### src/verilog/cpu_bus_pkg.sv
package cpu_bus_pkg;

  // bus widths
  // every port in the subsystem uses these
  localparam int addr_w = 32;
  localparam int data_w = 32;

  // one write strobe per byte lane
  localparam int strb_w = data_w / 8;

  // region boundary
  // soc memory at or above, debug (jtag) memory below
  localparam logic [addr_w-1:0] soc_base = 32'h0200_0000;

  // read arbiter grant states
  // idle samples requests, busy states hold one master until its r handshake
  typedef enum logic [1:0] {
    idle,
    ifu_busy,
    lsu_busy
  } arb_state_t;

  // axi okay response code
  // every transfer completes okay, so the bus carries no resp wires
  // and bvalid or rvalid alone means okay
  localparam logic [1:0] resp_okay = 2'b00;

endpackage

### src/verilog/region_splitter.sv
`timescale 1ns/1ps

module region_splitter #(
  parameter logic [cpu_bus_pkg::addr_w-1:0] split_base = cpu_bus_pkg::soc_base
) (
  input  logic                           clock,
  input  logic                           arst_n,
  // merged read port from the arbiter
  input  logic                           m_arvalid,
  output logic                           m_arready,
  input  logic [cpu_bus_pkg::addr_w-1:0] m_araddr,
  output logic                           m_rvalid,
  input  logic                           m_rready,
  output logic [cpu_bus_pkg::data_w-1:0] m_rdata,
  // lsu write port
  input  logic                           lsu_awvalid,
  output logic                           lsu_awready,
  input  logic [cpu_bus_pkg::addr_w-1:0] lsu_awaddr,
  input  logic                           lsu_wvalid,
  output logic                           lsu_wready,
  input  logic [cpu_bus_pkg::data_w-1:0] lsu_wdata,
  input  logic [cpu_bus_pkg::strb_w-1:0] lsu_wstrb,
  output logic                           lsu_bvalid,
  input  logic                           lsu_bready,
  // soc memory target
  output logic                           soc_arvalid,
  input  logic                           soc_arready,
  output logic [cpu_bus_pkg::addr_w-1:0] soc_araddr,
  input  logic                           soc_rvalid,
  output logic                           soc_rready,
  input  logic [cpu_bus_pkg::data_w-1:0] soc_rdata,
  output logic                           soc_awvalid,
  input  logic                           soc_awready,
  output logic [cpu_bus_pkg::addr_w-1:0] soc_awaddr,
  output logic                           soc_wvalid,
  input  logic                           soc_wready,
  output logic [cpu_bus_pkg::data_w-1:0] soc_wdata,
  output logic [cpu_bus_pkg::strb_w-1:0] soc_wstrb,
  input  logic                           soc_bvalid,
  output logic                           soc_bready,
  // debug memory target
  output logic                           dbg_arvalid,
  input  logic                           dbg_arready,
  output logic [cpu_bus_pkg::addr_w-1:0] dbg_araddr,
  input  logic                           dbg_rvalid,
  output logic                           dbg_rready,
  input  logic [cpu_bus_pkg::data_w-1:0] dbg_rdata,
  output logic                           dbg_awvalid,
  input  logic                           dbg_awready,
  output logic [cpu_bus_pkg::addr_w-1:0] dbg_awaddr,
  output logic                           dbg_wvalid,
  input  logic                           dbg_wready,
  output logic [cpu_bus_pkg::data_w-1:0] dbg_wdata,
  output logic [cpu_bus_pkg::strb_w-1:0] dbg_wstrb,
  input  logic                           dbg_bvalid,
  output logic                           dbg_bready
);

  // address decode of the incoming requests
  logic ar_soc;
  logic aw_soc;
  // latched routes, held until the response completes
  logic rd_held_q;
  logic rd_soc_q;
  logic wr_held_q;
  logic wr_soc_q;
  logic ar_fire;
  logic r_fire;
  logic aw_fire;
  logic b_fire;

  assign ar_soc = m_araddr >= split_base;
  assign aw_soc = lsu_awaddr >= split_base;

  // ar channel
  // closed while a read route is held, one read in flight
  assign soc_arvalid = m_arvalid && ar_soc && !rd_held_q;
  assign dbg_arvalid = m_arvalid && !ar_soc && !rd_held_q;
  assign soc_araddr  = m_araddr;
  assign dbg_araddr  = m_araddr;
  assign m_arready   = !rd_held_q && (ar_soc ? soc_arready : dbg_arready);

  // r channel follows the latched route, not the live address
  assign m_rvalid   = rd_held_q && (rd_soc_q ? soc_rvalid : dbg_rvalid);
  assign m_rdata    = rd_soc_q ? soc_rdata : dbg_rdata;
  assign soc_rready = rd_held_q && rd_soc_q && m_rready;
  assign dbg_rready = rd_held_q && !rd_soc_q && m_rready;

  // aw and w channels
  // both routed by awaddr, targets accept them in the same cycle
  assign soc_awvalid = lsu_awvalid && aw_soc && !wr_held_q;
  assign dbg_awvalid = lsu_awvalid && !aw_soc && !wr_held_q;
  assign soc_awaddr  = lsu_awaddr;
  assign dbg_awaddr  = lsu_awaddr;
  assign soc_wvalid  = lsu_wvalid && aw_soc && !wr_held_q;
  assign dbg_wvalid  = lsu_wvalid && !aw_soc && !wr_held_q;
  assign soc_wdata   = lsu_wdata;
  assign dbg_wdata   = lsu_wdata;
  assign soc_wstrb   = lsu_wstrb;
  assign dbg_wstrb   = lsu_wstrb;
  assign lsu_awready = !wr_held_q && (aw_soc ? soc_awready : dbg_awready);
  assign lsu_wready  = !wr_held_q && (aw_soc ? soc_wready : dbg_wready);

  // b channel from the latched write route
  assign lsu_bvalid = wr_held_q && (wr_soc_q ? soc_bvalid : dbg_bvalid);
  assign soc_bready = wr_held_q && wr_soc_q && lsu_bready;
  assign dbg_bready = wr_held_q && !wr_soc_q && lsu_bready;

  assign ar_fire = m_arvalid && m_arready;
  assign r_fire  = m_rvalid && m_rready;
  assign aw_fire = lsu_awvalid && lsu_awready;
  assign b_fire  = lsu_bvalid && lsu_bready;

  // read route
  always_ff @(posedge clock or negedge arst_n) begin
    if (!arst_n) begin
      rd_held_q <= 1'b0;
      rd_soc_q  <= 1'b0;
    end else if (ar_fire) begin
      rd_held_q <= 1'b1;
      rd_soc_q  <= ar_soc;
    end else if (r_fire) begin
      rd_held_q <= 1'b0;
    end
  end

  // write route
  always_ff @(posedge clock or negedge arst_n) begin
    if (!arst_n) begin
      wr_held_q <= 1'b0;
      wr_soc_q  <= 1'b0;
    end else if (aw_fire) begin
      wr_held_q <= 1'b1;
      wr_soc_q  <= aw_soc;
    end else if (b_fire) begin
      wr_held_q <= 1'b0;
    end
  end

  // a target only answers while a route to it is held
  a_soc_r_routed: assert property (@(posedge clock) disable iff (!arst_n)
    soc_rvalid |-> (rd_held_q && rd_soc_q));
  a_dbg_r_routed: assert property (@(posedge clock) disable iff (!arst_n)
    dbg_rvalid |-> (rd_held_q && !rd_soc_q));
  a_soc_b_routed: assert property (@(posedge clock) disable iff (!arst_n)
    soc_bvalid |-> (wr_held_q && wr_soc_q));
  a_dbg_b_routed: assert property (@(posedge clock) disable iff (!arst_n)
    dbg_bvalid |-> (wr_held_q && !wr_soc_q));

endmodule

### config.mk
export PLATFORM = sky130hd
export DESIGN_NAME = region_splitter
export DESIGN_NICKNAME = d
export VERILOG_FILES = /design/src/verilog/cpu_bus_pkg.sv /design/src/verilog/region_splitter.sv
export SDC_FILE = /design/constraint.sdc
export NUM_CORES = 1
export LEC_CHECK = 0
export BUFFER_PORTS_ARGS = -buffer_cell sky130_fd_sc_hd__clkbuf_2
export CORE_AREA = 2 2 166 168
export DETAILED_ROUTE_END_ITERATION = 10
export DIE_AREA = 0 0 168 170
export SYNTH_ARGS = -nofsm -noshare
export SYNTH_HDL_FRONTEND = slang
export SYNTH_SLANG_ARGS = --single-unit
export TNS_END_PERCENT = 20
### constraint.sdc
create_clock -name clock -period 1.5 [get_ports clock]
set_input_delay 0.225 -clock clock [delete_from_list [all_inputs] [get_ports clock]]
set_output_delay 0.225 -clock clock [all_outputs]
set_load 0.1 [all_outputs]
==> impl_metrics.yaml <==
run_status:
  status: "finished with violations"
  violations: "negative setup slack"
sta:
  finClkSkew_ns: 0.00002046
  fin_ws_ns: -0.1619
  rsz0062_at_grt: "true"
  finalMaxSlewViolations: 0
  relSlewSlack_pct: 63.69
  fin_crit_sh_pct: 110.8
  setup_viol: 41
  fmax_ghz: 0.6017
  tightest_slew_ns: 0.5470
  hold_viol: 0
  fin_crit_ns: 1.662
grt:
  grt_max_degree: 38
  grt_use_total_pct: 5.082
  antenna_found_initial: 0
  grt_pass1_wl_um: 10720
  grt_pass1_vias: 1705
  overflow: 0
critical_path:
  rr_endpoint: "rd_held_q$_DFFE_PN0P_"
  path_class: "flop to output port"
  arrival_ns: 1.44
  worstPathCellList: "buf_12 -> mux2_2 -> buf_12"
  slowest_delay_ns: 0.41
  cp_slowest_cell: "mux2_2"
  cp-start-kind: "flop"
  crit_fanout: 37
  ff2ff_path_depth: 4
  worst-path-buf-inv: 2
  crit_top_cell: "buf_12"
  path_delay_family: "multiplexers"
  r2r_start: "rd_soc_q$_DFFE_PN0P_"
  cp.required_ns: 1.27
  rrSetupSlack_ns: 0.17
  endpoint_kind: "output port"
synth:
  ys_types: 26
  syn-num-nets: 479
  synth_area_sq_mm: 0.002316
  synth.top_cell.area_share_pct: 64.83
  syn_area_per_cell_sq_um: 7.772
  synthArstFlopShare_pct: 100.0
  synth-seq-cells: 4
  yosysWarningCount: 0
  synth_most_common_cell: "buf_4"
  yosys-top-cells-count: "buf_4 (200), mux2_1 (26), a21oi_1 (7), nor2_1 (7), mux2_2 (6)"
  synth-edff-count: 0
  synth.area.top_cells: "buf_4 (65%), mux2_1 (13%), dfrtp_1 (4.3%), mux2_2 (2.9%), a21oi_1 (1.5%)"
  yosysSeqAreaShare_pct: 4.322
  yosysTopAreaCell: "buf_4"
  dominantRegCellSynth: "dfrtp_1"
  synthCells: 298
final_layout:
  multi_input_area_sq_um: 850.8
  layout-drive-gt1-share_pct: 88.78
  final_nets: 476
  antenna_cells: 0
  layout.cells.non_filler: 635
  seqCellArea_sq_um: 103.9
  final_cell_area_sq_mm: 0.003298
  synthToLayoutAreaGrowth_pct: 42.41
  num-fill-cells: 3036
power_and_ir_drop:
  peakVddDrop_uv: 312.8
  p_leak_nw: 1.450
  power.density_mw_per_mm2: 800.5
place:
  dp.cells: 629
  dp_hpwl_um: 7248
  io_buffers: 169
  gp_congestion: 0.6860
  placed_cell_area_sq_mm: 0.003127
worst_hold_path:
  whs_endpoint: "rd_held_q$_DFFE_PN0P_"
  min_from: "dbg_arready"
  min_path_cells: 3
  hp-class: "primary input to flop"
clock_tree:
  cts_buffer_depth: 2
  clk_latency_ns: 0.22
  cts_root_buf: "clkbuf_16"
  clkTransAtPathRegs_ns: 0.03
  cts_sinks: 4
  cts_tree: "done"
  cts_buffers: 3
  htreeDepth: 1
route:
  antenna_left: 0
  first_pass_iters: 4
  vias: 1727
  vias_per_cell: 2.720
  drt_iter0_drc: 19
  routed_wl_um: 8124
  routedWlPerCell_um: 12.79
  drc_errors: 0
floorplan:
  core_sq_mm: 0.02665
  die_height_um: 170
  num_io_pins: 428
  start_util_pct: 8.690
  dieArea_sq_mm: 0.02856
  die_w_um: 168
  rows: 60
flow_run:
  maxCapViolCount: 0
[placed cells by master, fill, tap and decap left out, types with 2 or more instances in the layout]
cell,n
dfrtp_2,3
nand3_1,3
nor3_4,2
a21oi_1,4
inv_1,4
buf_12,48
nor2b_1,2
nand2_1,4
or3_4,2
a21oi_4,3
or4_4,2
o21ai_2,2
clkbuf_2,102
and3_1,2
nor4_4,2
mux2_2,31
nor2_4,5
mux2i_2,2
o21ai_0,4
clkbuf_16,3
nand2b_1,2
nor2_2,4
buf_4,44
[worst register-to-register path, delay by kind of cell (launching register included)]
| kind | cells | cell delay [ns] |
|---|---|---|
| flip-flops | 1 | 0.40 |
| multiplexers | 1 | 0.22 |
| AO/OA/AOI/OAI | 2 | 0.40 |
| buffers and inverters | 1 | 0.17 |
[metal layers]
metal  vias to the layer above  routed length (um)  global-route usage (%)
met2                       202                3541                   7.654
met4                         0                 558                   4.121
met3                        53                1537                   3.698
met5                         -                   0                       0
li1                        762                   -                       -
met1                       710                2486                   4.675
[flip-flops by register name, summed over array words and instances (netlist names)]
name	flops
wr_soc_q	1
rd_soc_q	1
wr_held_q	1
rd_held_q	1
[report_power, final]
part,internal [mW],switching (mW)
clock,0.352,0.0805
combinational,0.689,1.37
sequential,0.125,0.0232
total,1.17,1.47
[through the flow]
step / power (mW) / hold slack, ns / worst slack, ns / TNS (ns) / util [%]
3_3_place_gp: 2.178 / 0.06572 / -0.2198 / -0.7255 / 11.73
4_1_cts: 2.664 / 0.3176 / -0.1832 / -5.181 / 12.32
5_1_grt: 2.729 / 0.3324 / -0.2040 / -6.538 / 12.38
3_5_place_dp: 2.186 / 0.06554 / -0.2006 / -0.7240 / 11.73
2_1_floorplan: 3.577 / -0.07059 / -0.3109 / -6.848 / -
6_report: 2.640 / 0.3058 / -0.1619 / -4.681 / 12.38
[repair_timing]
action,in CTS,in global routing
buffers inserted,1,0
hold endpoints to repair,4,0
setup endpoints to repair,42,44
gates resized for setup,27,15
hold buffers,1,0
pin swaps,4,0
[layout make-up]
| class | count | area share [%] |
|---|---|---|
| clock buffer | 4 | 2.390 |
| inverter | 4 | 0.4552 |
| multi-input combinational | 86 | 25.80 |
| sequential | 4 | 3.149 |
| tap | 341 | 12.94 |
| timing repair buffer | 196 | 55.27 |
[how the worst max path moves through the flow]
stage	start	end	cells after the start
2_1_floorplan	m_araddr[29]	dbg_arvalid	2
3_3_place_gp	m_araddr[30]	m_arready	7
3_5_place_dp	m_araddr[30]	m_arready	7
4_1_cts	rd_soc_q$_DFFE_PN0P_	m_rdata[4]	3
5_1_grt	rd_soc_q$_DFFE_PN0P_	m_rdata[4]	3
6_report	rd_soc_q$_DFFE_PN0P_	m_rdata[4]	3
[cell families (layout without fill, tap and decap cells)]
family | Yosys count | count (layout) | share of synthesized area [%]
compound gates | 17 | 17 | 4.268
simple gates | 35 | 35 | 8.643
flops | 4 | 4 | 4.322
buf+inv | 208 | 204 | 66.34
mux | 34 | 34 | 16.42
Power figures use the tool's default switching activity.
