==> src/verilog/cpu_bus_pkg.sv <==
package cpu_bus_pkg;

  // bus widths
  // every port in the subsystem uses these
  localparam int addr_w = 32;
  localparam int data_w = 32;

  // one write strobe per byte lane
  localparam int strb_w = data_w / 8;

  // region boundary
  // soc memory at or above, debug (jtag) memory below
  localparam logic [addr_w-1:0] soc_base = 32'h0200_0000;

  // read arbiter grant states
  // idle samples requests, busy states hold one master until its r handshake
  typedef enum logic [1:0] {
    idle,
    ifu_busy,
    lsu_busy
  } arb_state_t;

  // axi okay response code
  // every transfer completes okay, so the bus carries no resp wires
  // and bvalid or rvalid alone means okay
  localparam logic [1:0] resp_okay = 2'b00;

endpackage

==> src/verilog/read_arbiter.sv <==
`timescale 1ns/1ps

module read_arbiter (
  input  logic                           clock,
  input  logic                           arst_n,
  // instruction fetch read master
  input  logic                           ifu_arvalid,
  output logic                           ifu_arready,
  input  logic [cpu_bus_pkg::addr_w-1:0] ifu_araddr,
  output logic                           ifu_rvalid,
  input  logic                           ifu_rready,
  output logic [cpu_bus_pkg::data_w-1:0] ifu_rdata,
  // load/store read master
  input  logic                           lsu_arvalid,
  output logic                           lsu_arready,
  input  logic [cpu_bus_pkg::addr_w-1:0] lsu_araddr,
  output logic                           lsu_rvalid,
  input  logic                           lsu_rready,
  output logic [cpu_bus_pkg::data_w-1:0] lsu_rdata,
  // merged read port toward the splitter
  output logic                           m_arvalid,
  input  logic                           m_arready,
  output logic [cpu_bus_pkg::addr_w-1:0] m_araddr,
  input  logic                           m_rvalid,
  output logic                           m_rready,
  input  logic [cpu_bus_pkg::data_w-1:0] m_rdata
);
  import cpu_bus_pkg::*;

  arb_state_t state_q;
  arb_state_t state_d;
  // r handshake on the merged port ends a grant
  logic       r_fire;

  assign r_fire = m_rvalid && m_rready;

  // next grant
  always_comb begin
    state_d = state_q;
    unique case (state_q)
      idle: begin
        // lsu wins a tie, ifu only when lsu is quiet
        if (lsu_arvalid) begin
          state_d = lsu_busy;
        end else if (ifu_arvalid) begin
          state_d = ifu_busy;
        end
      end
      ifu_busy, lsu_busy: begin
        // hold until the granted master takes its data
        if (r_fire) begin
          state_d = idle;
        end
      end
      default: begin
        state_d = idle;
      end
    endcase
  end

  always_ff @(posedge clock or negedge arst_n) begin
    if (!arst_n) begin
      state_q <= idle;
    end else begin
      state_q <= state_d;
    end
  end

  // steering
  // granted master sees the merged port, the other one sees zeros
  always_comb begin
    m_arvalid   = 1'b0;
    m_araddr    = lsu_araddr;
    m_rready    = 1'b0;
    ifu_arready = 1'b0;
    ifu_rvalid  = 1'b0;
    lsu_arready = 1'b0;
    lsu_rvalid  = 1'b0;
    unique case (state_q)
      ifu_busy: begin
        m_arvalid   = ifu_arvalid;
        m_araddr    = ifu_araddr;
        m_rready    = ifu_rready;
        ifu_arready = m_arready;
        ifu_rvalid  = m_rvalid;
      end
      lsu_busy: begin
        m_arvalid   = lsu_arvalid;
        m_rready    = lsu_rready;
        lsu_arready = m_arready;
        lsu_rvalid  = m_rvalid;
      end
      default: begin
        // idle, nothing forwarded
        m_arvalid = 1'b0;
      end
    endcase
  end

  // read data is shared, rvalid qualifies it per master
  assign ifu_rdata = m_rdata;
  assign lsu_rdata = m_rdata;

  // merged rvalid reaches exactly one master
  a_one_rvalid: assert property (@(posedge clock) disable iff (!arst_n)
    m_rvalid |-> (ifu_rvalid != lsu_rvalid));

  // a stalled response keeps its owner
  a_grant_held: assert property (@(posedge clock) disable iff (!arst_n)
    (m_rvalid && !m_rready) |=> $stable(state_q));

endmodule

==> config.mk <==
export PLATFORM = sky130hd
export DESIGN_NAME = read_arbiter
export DESIGN_NICKNAME = d
export VERILOG_FILES = /design/src/verilog/cpu_bus_pkg.sv /design/src/verilog/read_arbiter.sv
export SDC_FILE = /design/constraint.sdc
export NUM_CORES = 1
export LEC_CHECK = 0
export ABC_AREA = 0
export ABC_CLOCK_PERIOD_IN_PS = 2100
export BUFFER_PORTS_ARGS = -buffer_cell sky130_fd_sc_hd__buf_2
export CAP_MARGIN = 10
export CORE_MARGIN = 10
export CORE_UTILIZATION = 26
export CTS_BUF_LIST = sky130_fd_sc_hd__clkbuf_8 sky130_fd_sc_hd__clkbuf_16
export DETAILED_ROUTE_END_ITERATION = 8
export HOLD_SLACK_MARGIN = 0.1
export PLACE_DENSITY = 0.82
export SKIP_CTS_REPAIR_TIMING = 1
export SKIP_LAST_GASP = 1
export SLEW_MARGIN = 20
export SYNTH_ARGS = -nofsm -noshare
export SYNTH_HDL_FRONTEND = slang
export SYNTH_SLANG_ARGS = --single-unit
==> constraint.sdc <==
create_clock -name clock -period 2.1 [get_ports clock]
set_input_delay 0 -clock clock [delete_from_list [all_inputs] [get_ports clock]]
set_output_delay 0 -clock clock [all_outputs]
set_load 0.05 [all_outputs]
==> summary.txt, run 1 <==
count of final hold-check violations -> 0
final instance area -> 1580 sq um
Leak -> 0.832 nW
dpl cells -> 217
Post-synth ARST share -> 100%
vias in the first global route -> 1036
Nets -> 314
fraction of layout cells with a size suffix above 1 -> 71.6%
Slew HR -> 31.5%
Top Registers -> state_q x2
Synth Area per Inst -> 8.66 sq um
unrepaired setup endpoints after global routing -> no
DR iter-0 viols -> 21
final std cells w/o fill -> 254
Core ar. -> 4030 sq um
largest net degree at the start of global routing -> 33
number of synthesized flops with an enable pin -> 0
Die W -> 84.5 microns
Peak VDD IR -> 0.339 mV
register area -> 50.0 sq um
Hold Crit Depth -> 3
Worst Hold End -> state_q[0]
mux cell area share after synthesis -> 33.3%
first-pass GRT wire length -> 5820 microns
R2R cell count -> 5
synthesis-to-layout area growth -> 46.0%
Die H -> 84.5 microns
GRT Total Usage -> 9.83%
antenna fix cells -> 0
YS warnings -> 0
CTS tree -> built
maxcap violations -> 0
area of the multi-input gates -> 522 sq um
Startpoint Class -> register
critical path class -> register to output port
Fill cells -> 415
minimum clock period after layout -> 1.85 ns
status -> finished clean
final setup vio count -> 0
post-synthesis net count -> 233
crit share post-route -> 87.9%
dominant cells by area after synthesis -> buf_4 (44%), mux2_2 (31%), dfrtp_1 (4.6%), ha_1 (4.6%), and2_2 (2.1%)
Clock Sinks -> 2
fin. max-slew vios -> 0
simple-gate portion of the synthesized area -> 5.32%
synthesis-stage register bit count -> 2
Least-Margin Pin Slew -> 1.02 ns
vias per std cell -> 4.35
Largest register FFs -> 2
cell count after synthesis -> 125
drt pass-1 iters -> 4
Buf+Inv Stages, Crit Path -> 3
Seq/Total Area, Yosys -> 4.62%
vias -> 1105
ANT nets after route -> 0
placed inst area -> 1200 sq um
FF-to-FF Start -> state_q[0]
crit-path cells -> inv_1, ha_1, buf_4, mux2_2, buf_2
Clock Path Buffers -> 2
xor and xnor fraction of the mapped netlist area -> 0%
grt met2 use -> 17.5%
slowest stage delay, CP -> 0.39 ns
Max Clock Freq -> 542 MHz
Clock Root Buffer -> clkbuf_8
DR WL/cell -> 19.8 microns
initial antenna violation count -> 0
cell depth of the worst setup path -> 5
main combinational cell family by area after synthesis -> buffers and inverters
io pins -> 206
Starting Density -> 26.9%
Synth Area in Compound Gates -> 4.97%
Final Wtd Congestion -> 0.796
grt met3 use -> 5.70%
DRC -> 0
worst hold path class -> input port to register
Crit. End Element -> output port
remaining global-route overflow -> 0
most common cell in the netlist -> buf_4
Worst R2R Setup Slack -> 0.48 ns
H-tree levels -> 1
num rows -> 23
Die ar. -> 7140 sq um
Clk Latency, worst-skew pair -> 0.21 ns
gr busiest metal -> met2
WP data arrival -> 1.85 ns
setup_tns -> 0 ns
IO Port Bufs -> 109
Mapped Area -> 1080 sq um
detailed placer's ending HPWL -> 3500 microns
Max Clock Skew -> 0.00240 ns
post-synth top area cell -> buf_4
slowest CP cell -> mux2_2
Detailed Route WL -> 5030 microns
Main synth FF type -> dfrtp_1
post-synthesis adder-cell area fraction -> 4.62%
Top Family by Delay on Critical Path -> buffers and inverters
Worst-path clk slew -> 0.03 ns
Biggest register -> state_q
Layout Utilization -> 39.2%
Post-synth top cells -> buf_4 (64), mux2_2 (30), ha_1 (4)
Power Density -> 1240 nW/um^2
Reg2Reg Capture Point -> state_q[1]
Critical Path RT -> 2.10 ns
met1 global-route usage -> 9.44%
hold_sp -> ifu_arvalid
share of the synthesized area in the top cell type -> 44.4%
Distinct cells, synth -> 20
cts bufs inserted -> 3
critical path fanouts, max -> 32
layout make-up:
cell class / instances / share of cell area, %
clock buffer: 3 / 2.61
inverter: 3 / 0.713
multi-input combinational: 52 / 33.0
sequential: 2 / 3.17
tap: 50 / 3.96
timing repair buffer: 144 / 56.5
worst min-delay path: cells and delay by family:
family                 cells  cell delay [ns]
buffers and inverters      1             0.12
and+or+nand+nor            1             0.07
AOI/OAI and AO/OA          1             0.07
worst max path at each step:
| stage | start | end |
|---|---|---|
| 6_report | state_q[1] | m_araddr[27] |
| 5_1_grt | state_q[1] | m_araddr[27] |
| 4_1_cts | state_q[1] | m_araddr[27] |
| 3_5_place_dp | state_q[1] | m_araddr[27] |
| 3_3_place_gp | state_q[0] | state_q[1] |
| 2_1_floorplan | state_q[1] | m_araddr[2] |
routing by layer:
metal	vias to the layer above	part of all wire [%]
met3	2	11
met5	-	0
met2	100	57
met1	492	32
met4	0	0.14
li1	511	-
cells by family (layout without fill, tap and decap cells):
kind of cell / after synthesis / after routing
adders and majority gates: 4 / 4
and+or+nand+nor: 9 / 9
DFF: 2 / 2
buffers and inverters: 71 / 150
muxes: 32 / 32
AOI/OAI and AO/OA: 7 / 7
placed cells by master, fill, tap and decap left out:
master,Yosys,final
nor3b_1,1,1
a311o_1,1,1
and2_1,2,2
clkbuf_8,0,3
nand3_1,1,1
a22o_1,1,1
a211oi_1,1,1
nand2b_1,1,1
dlygate4sd3_1,0,34
inv_1,3,3
dfrtp_1,2,2
ha_1,4,4
mux2_1,2,2
mux2_2,30,30
a21o_1,1,1
a21oi_1,1,1
a22oi_1,2,2
buf_4,64,1
buf_2,3,109
and2_2,3,3
nor2_1,1,1
power breakdown:
| part | switching (mW) | leakage [nW] | total (mW) | internal, mW |
|---|---|---|---|---|
| Clock | 0.0278 | 0.0216 | 0.149 | 0.121 |
| Sequential | 0.0125 | 0.0254 | 0.0694 | 0.0569 |
| Combinational | 1.25 | 0.785 | 1.74 | 0.492 |
| Total | 1.29 | 0.832 | 1.96 | 0.670 |
metrics by stage:
step | hold WS (ns) | worst slack, ns | power, mW
2_1_floorplan | -0.296 | 0.554 | 1.55
3_3_place_gp | -0.211 | 0.505 | 1.49
3_5_place_dp | -0.210 | 0.464 | 1.52
4_1_cts | -0.431 | 0.244 | 1.67
5_1_grt | 0.109 | 0.130 | 2.06
6_report | 0.106 | 0.253 | 1.96
Power figures use the tool's default switching activity.
==> run 2, diff against run 1 <==
--- a/config.mk
+++ b/config.mk
@@ -15,6 +15,7 @@
 export DETAILED_ROUTE_END_ITERATION = 8
 export HOLD_SLACK_MARGIN = 0.1
 export PLACE_DENSITY = 0.82
+export RECOVER_POWER = 100
 export SKIP_CTS_REPAIR_TIMING = 1
 export SKIP_LAST_GASP = 1
 export SLEW_MARGIN = 20
==> run 2 against run 1 <==
Sequential power about the same. Critical path depth is the same. Register-to-register slack about the same. Count of clock-buffer cells in the layout unchanged. Setup slack worse by 0.074 ns. Global-route usage unchanged. Wire length about the same. Sequential cell count stayed put. Via count down 0.72%. Core utilization down 0.22 points. Critical endpoint is now m_araddr[15]. Largest cell class unchanged. Highest routed layer unchanged.
==> summary.txt, run 2 (same netlist as run 1, synthesis figures left out) <==
Nets -> 314 (unchanged)
Starting Density -> 26.9% (unchanged)
GRT Total Usage -> 9.83% (unchanged)
area of the multi-input gates -> 522 sq um (unchanged)
antenna fix cells -> 0 (unchanged)
io pins -> 206 (unchanged)
DR WL/cell -> 19.8 microns (about the same)
R2R cell count -> 4 (-1)
unrepaired setup endpoints after global routing -> no
FF-to-FF Start -> state_q[0]
Final WS setup -> 0.179 ns (-0.0744 ns)
CTS tree -> built
Reg2Reg Capture Point -> state_q[1]
vias -> 1097 (-0.72%)
Leak -> 0.810 nW (-2.6%)
Largest register FFs -> 2 (unchanged)
Hold Crit Depth -> 3 (unchanged)
status -> finished clean
vias per std cell -> 4.32 (-0.72%)
Clk Latency, worst-skew pair -> 0.21 ns (about the same)
Crit. End Element -> output port
critical path fanouts, max -> 32 (unchanged)
count of final hold-check violations -> 0 (unchanged)
wire length on met2 -> 2850 microns (-0.38%)
Clock Path Buffers -> 2 (unchanged)
most frequent cells in the layout -> buf_2 (75), dlygate4sd3_1 (34), mux2_2 (30)
WHS -> 0.108 ns (+0.00264 ns)
DR WL met3 -> 547 microns (-4.9%)
initial antenna violation count -> 0 (unchanged)
Final Wtd Congestion -> 0.796 (unchanged)
Die W -> 84.5 microns (unchanged)
H-tree levels -> 1 (unchanged)
largest net degree at the start of global routing -> 33 (unchanged)
fin. max-slew vios -> 0 (unchanged)
IO Port Bufs -> 109 (unchanged)
crit share post-route -> 91.5% (+3.5 points)
DR iter-0 viols -> 20 (-4.8%)
Startpoint Class -> register
Clock Sinks -> 2 (unchanged)
Worst-path clk slew -> 0.03 ns (about the same)
ANT nets after route -> 0 (unchanged)
post-placement setup slack -> 0.464 ns (unchanged)
metal1 wirelength -> 1620 microns (+2.2%)
Fill cells -> 420 (+1.2%)
Detailed Route WL -> 5020 microns (about the same)
DRC -> 0 (unchanged)
worst hold path class -> input port to register
minimum clock period after layout -> 1.92 ns (+0.0744 ns)
Die H -> 84.5 microns (unchanged)
dpl cells -> 217 (unchanged)
Clock Root Buffer -> clkbuf_8
Worst R2R Setup Slack -> 0.48 ns (about the same)
first-pass GRT wire length -> 5820 microns (unchanged)
vias in the first global route -> 1036 (unchanged)
Power Density -> 1240 nW/um^2 (+0.23%)
critical path class -> register to output port
Least-Margin Pin Slew -> 1.03 ns (+0.00820 ns)
fraction of layout cells with a size suffix above 1 -> 68.1% (-3.4 points)
cts bufs inserted -> 3 (unchanged)
Max Clock Skew -> 0.00239 ns (-0.0000107 ns)
drt pass-1 iters -> 4 (unchanged)
Layout Utilization -> 39.0% (-0.22 points)
synthesis-to-layout area growth -> 45.2%
Peak VDD IR -> 0.337 mV (-0.66%)
Top Registers -> state_q x2
final setup vio count -> 0 (unchanged)
Core ar. -> 4030 sq um (unchanged)
Critical Path RT -> 2.10 ns (about the same)
detailed placer's ending HPWL -> 3500 microns (unchanged)
Die ar. -> 7140 sq um (unchanged)
register area -> 50.0 sq um (unchanged)
Max Clock Freq -> 521 MHz (-3.9%)
CP startpoint -> state_q[1]
most common cell after layout, fill and taps aside -> buf_2
Biggest register -> state_q
critical path capture point -> m_araddr[15]
setup_tns -> 0 ns (unchanged)
maxcap violations -> 0 (unchanged)
remaining global-route overflow -> 0 (unchanged)
Top Metal Used -> met4
final std cells w/o fill -> 254 (unchanged)
Slew HR -> 31.0% (-0.55 points)
num rows -> 23 (unchanged)
WP data arrival -> 1.92 ns (+0.07 ns)
[run 2: cell count changes in the layout (fill, tap and decap cells not counted), sizes merged]
cell    before  now
clkbuf       3   38
buf        110   75
[run 2: through the flow]
step                      area (sq um)  power (mW)
after floorplan                   1080        1.55
after global placement            1200        1.49
after detailed placement          1200        1.52
after CTS                         1240        1.67
after global routing              1570        2.06
final                             1570        1.96
[run 2: worst min-delay path by stage]
stage / to / slack, ns / from
6_report: state_q[0] / 0.11 / ifu_arvalid
5_1_grt: state_q[0] / 0.11 / ifu_arvalid
3_5_place_dp: state_q[1] / -0.21 / arst_n
2_1_floorplan: state_q[0] / -0.30 / arst_n
4_1_cts: state_q[0] / -0.43 / arst_n
3_3_place_gp: state_q[1] / -0.21 / arst_n
[run 2: report_power, final]
group / switching (mW) / internal (mW)
clock: 0.0278 / 0.121
combinational: 1.26 / 0.478
sequential: 0.0126 / 0.0569
[run 2: worst max-delay path: stages, from the launching register on]
cell and delay, ns:
dfrtp_1 0.36, inv_1 0.14, ha_1 0.16, clkbuf_4 0.39, mux2_2 0.40, clkbuf_2 0.24
[run 2: layer usage]
metal	GRT usage, %	up-vias
met5	0	-
met1	9.44	487
met4	2.69	0
met3	5.70	2
met2	17.5	98
li1	-	510
[run 2: cell type report]
cell class                 count  share of cell area (%)
timing repair buffer         144                    56.3
multi-input combinational     52                    33.2
tap                           50                    3.98
sequential                     2                    3.18
clock buffer                   3                    2.63
inverter                       3                   0.717
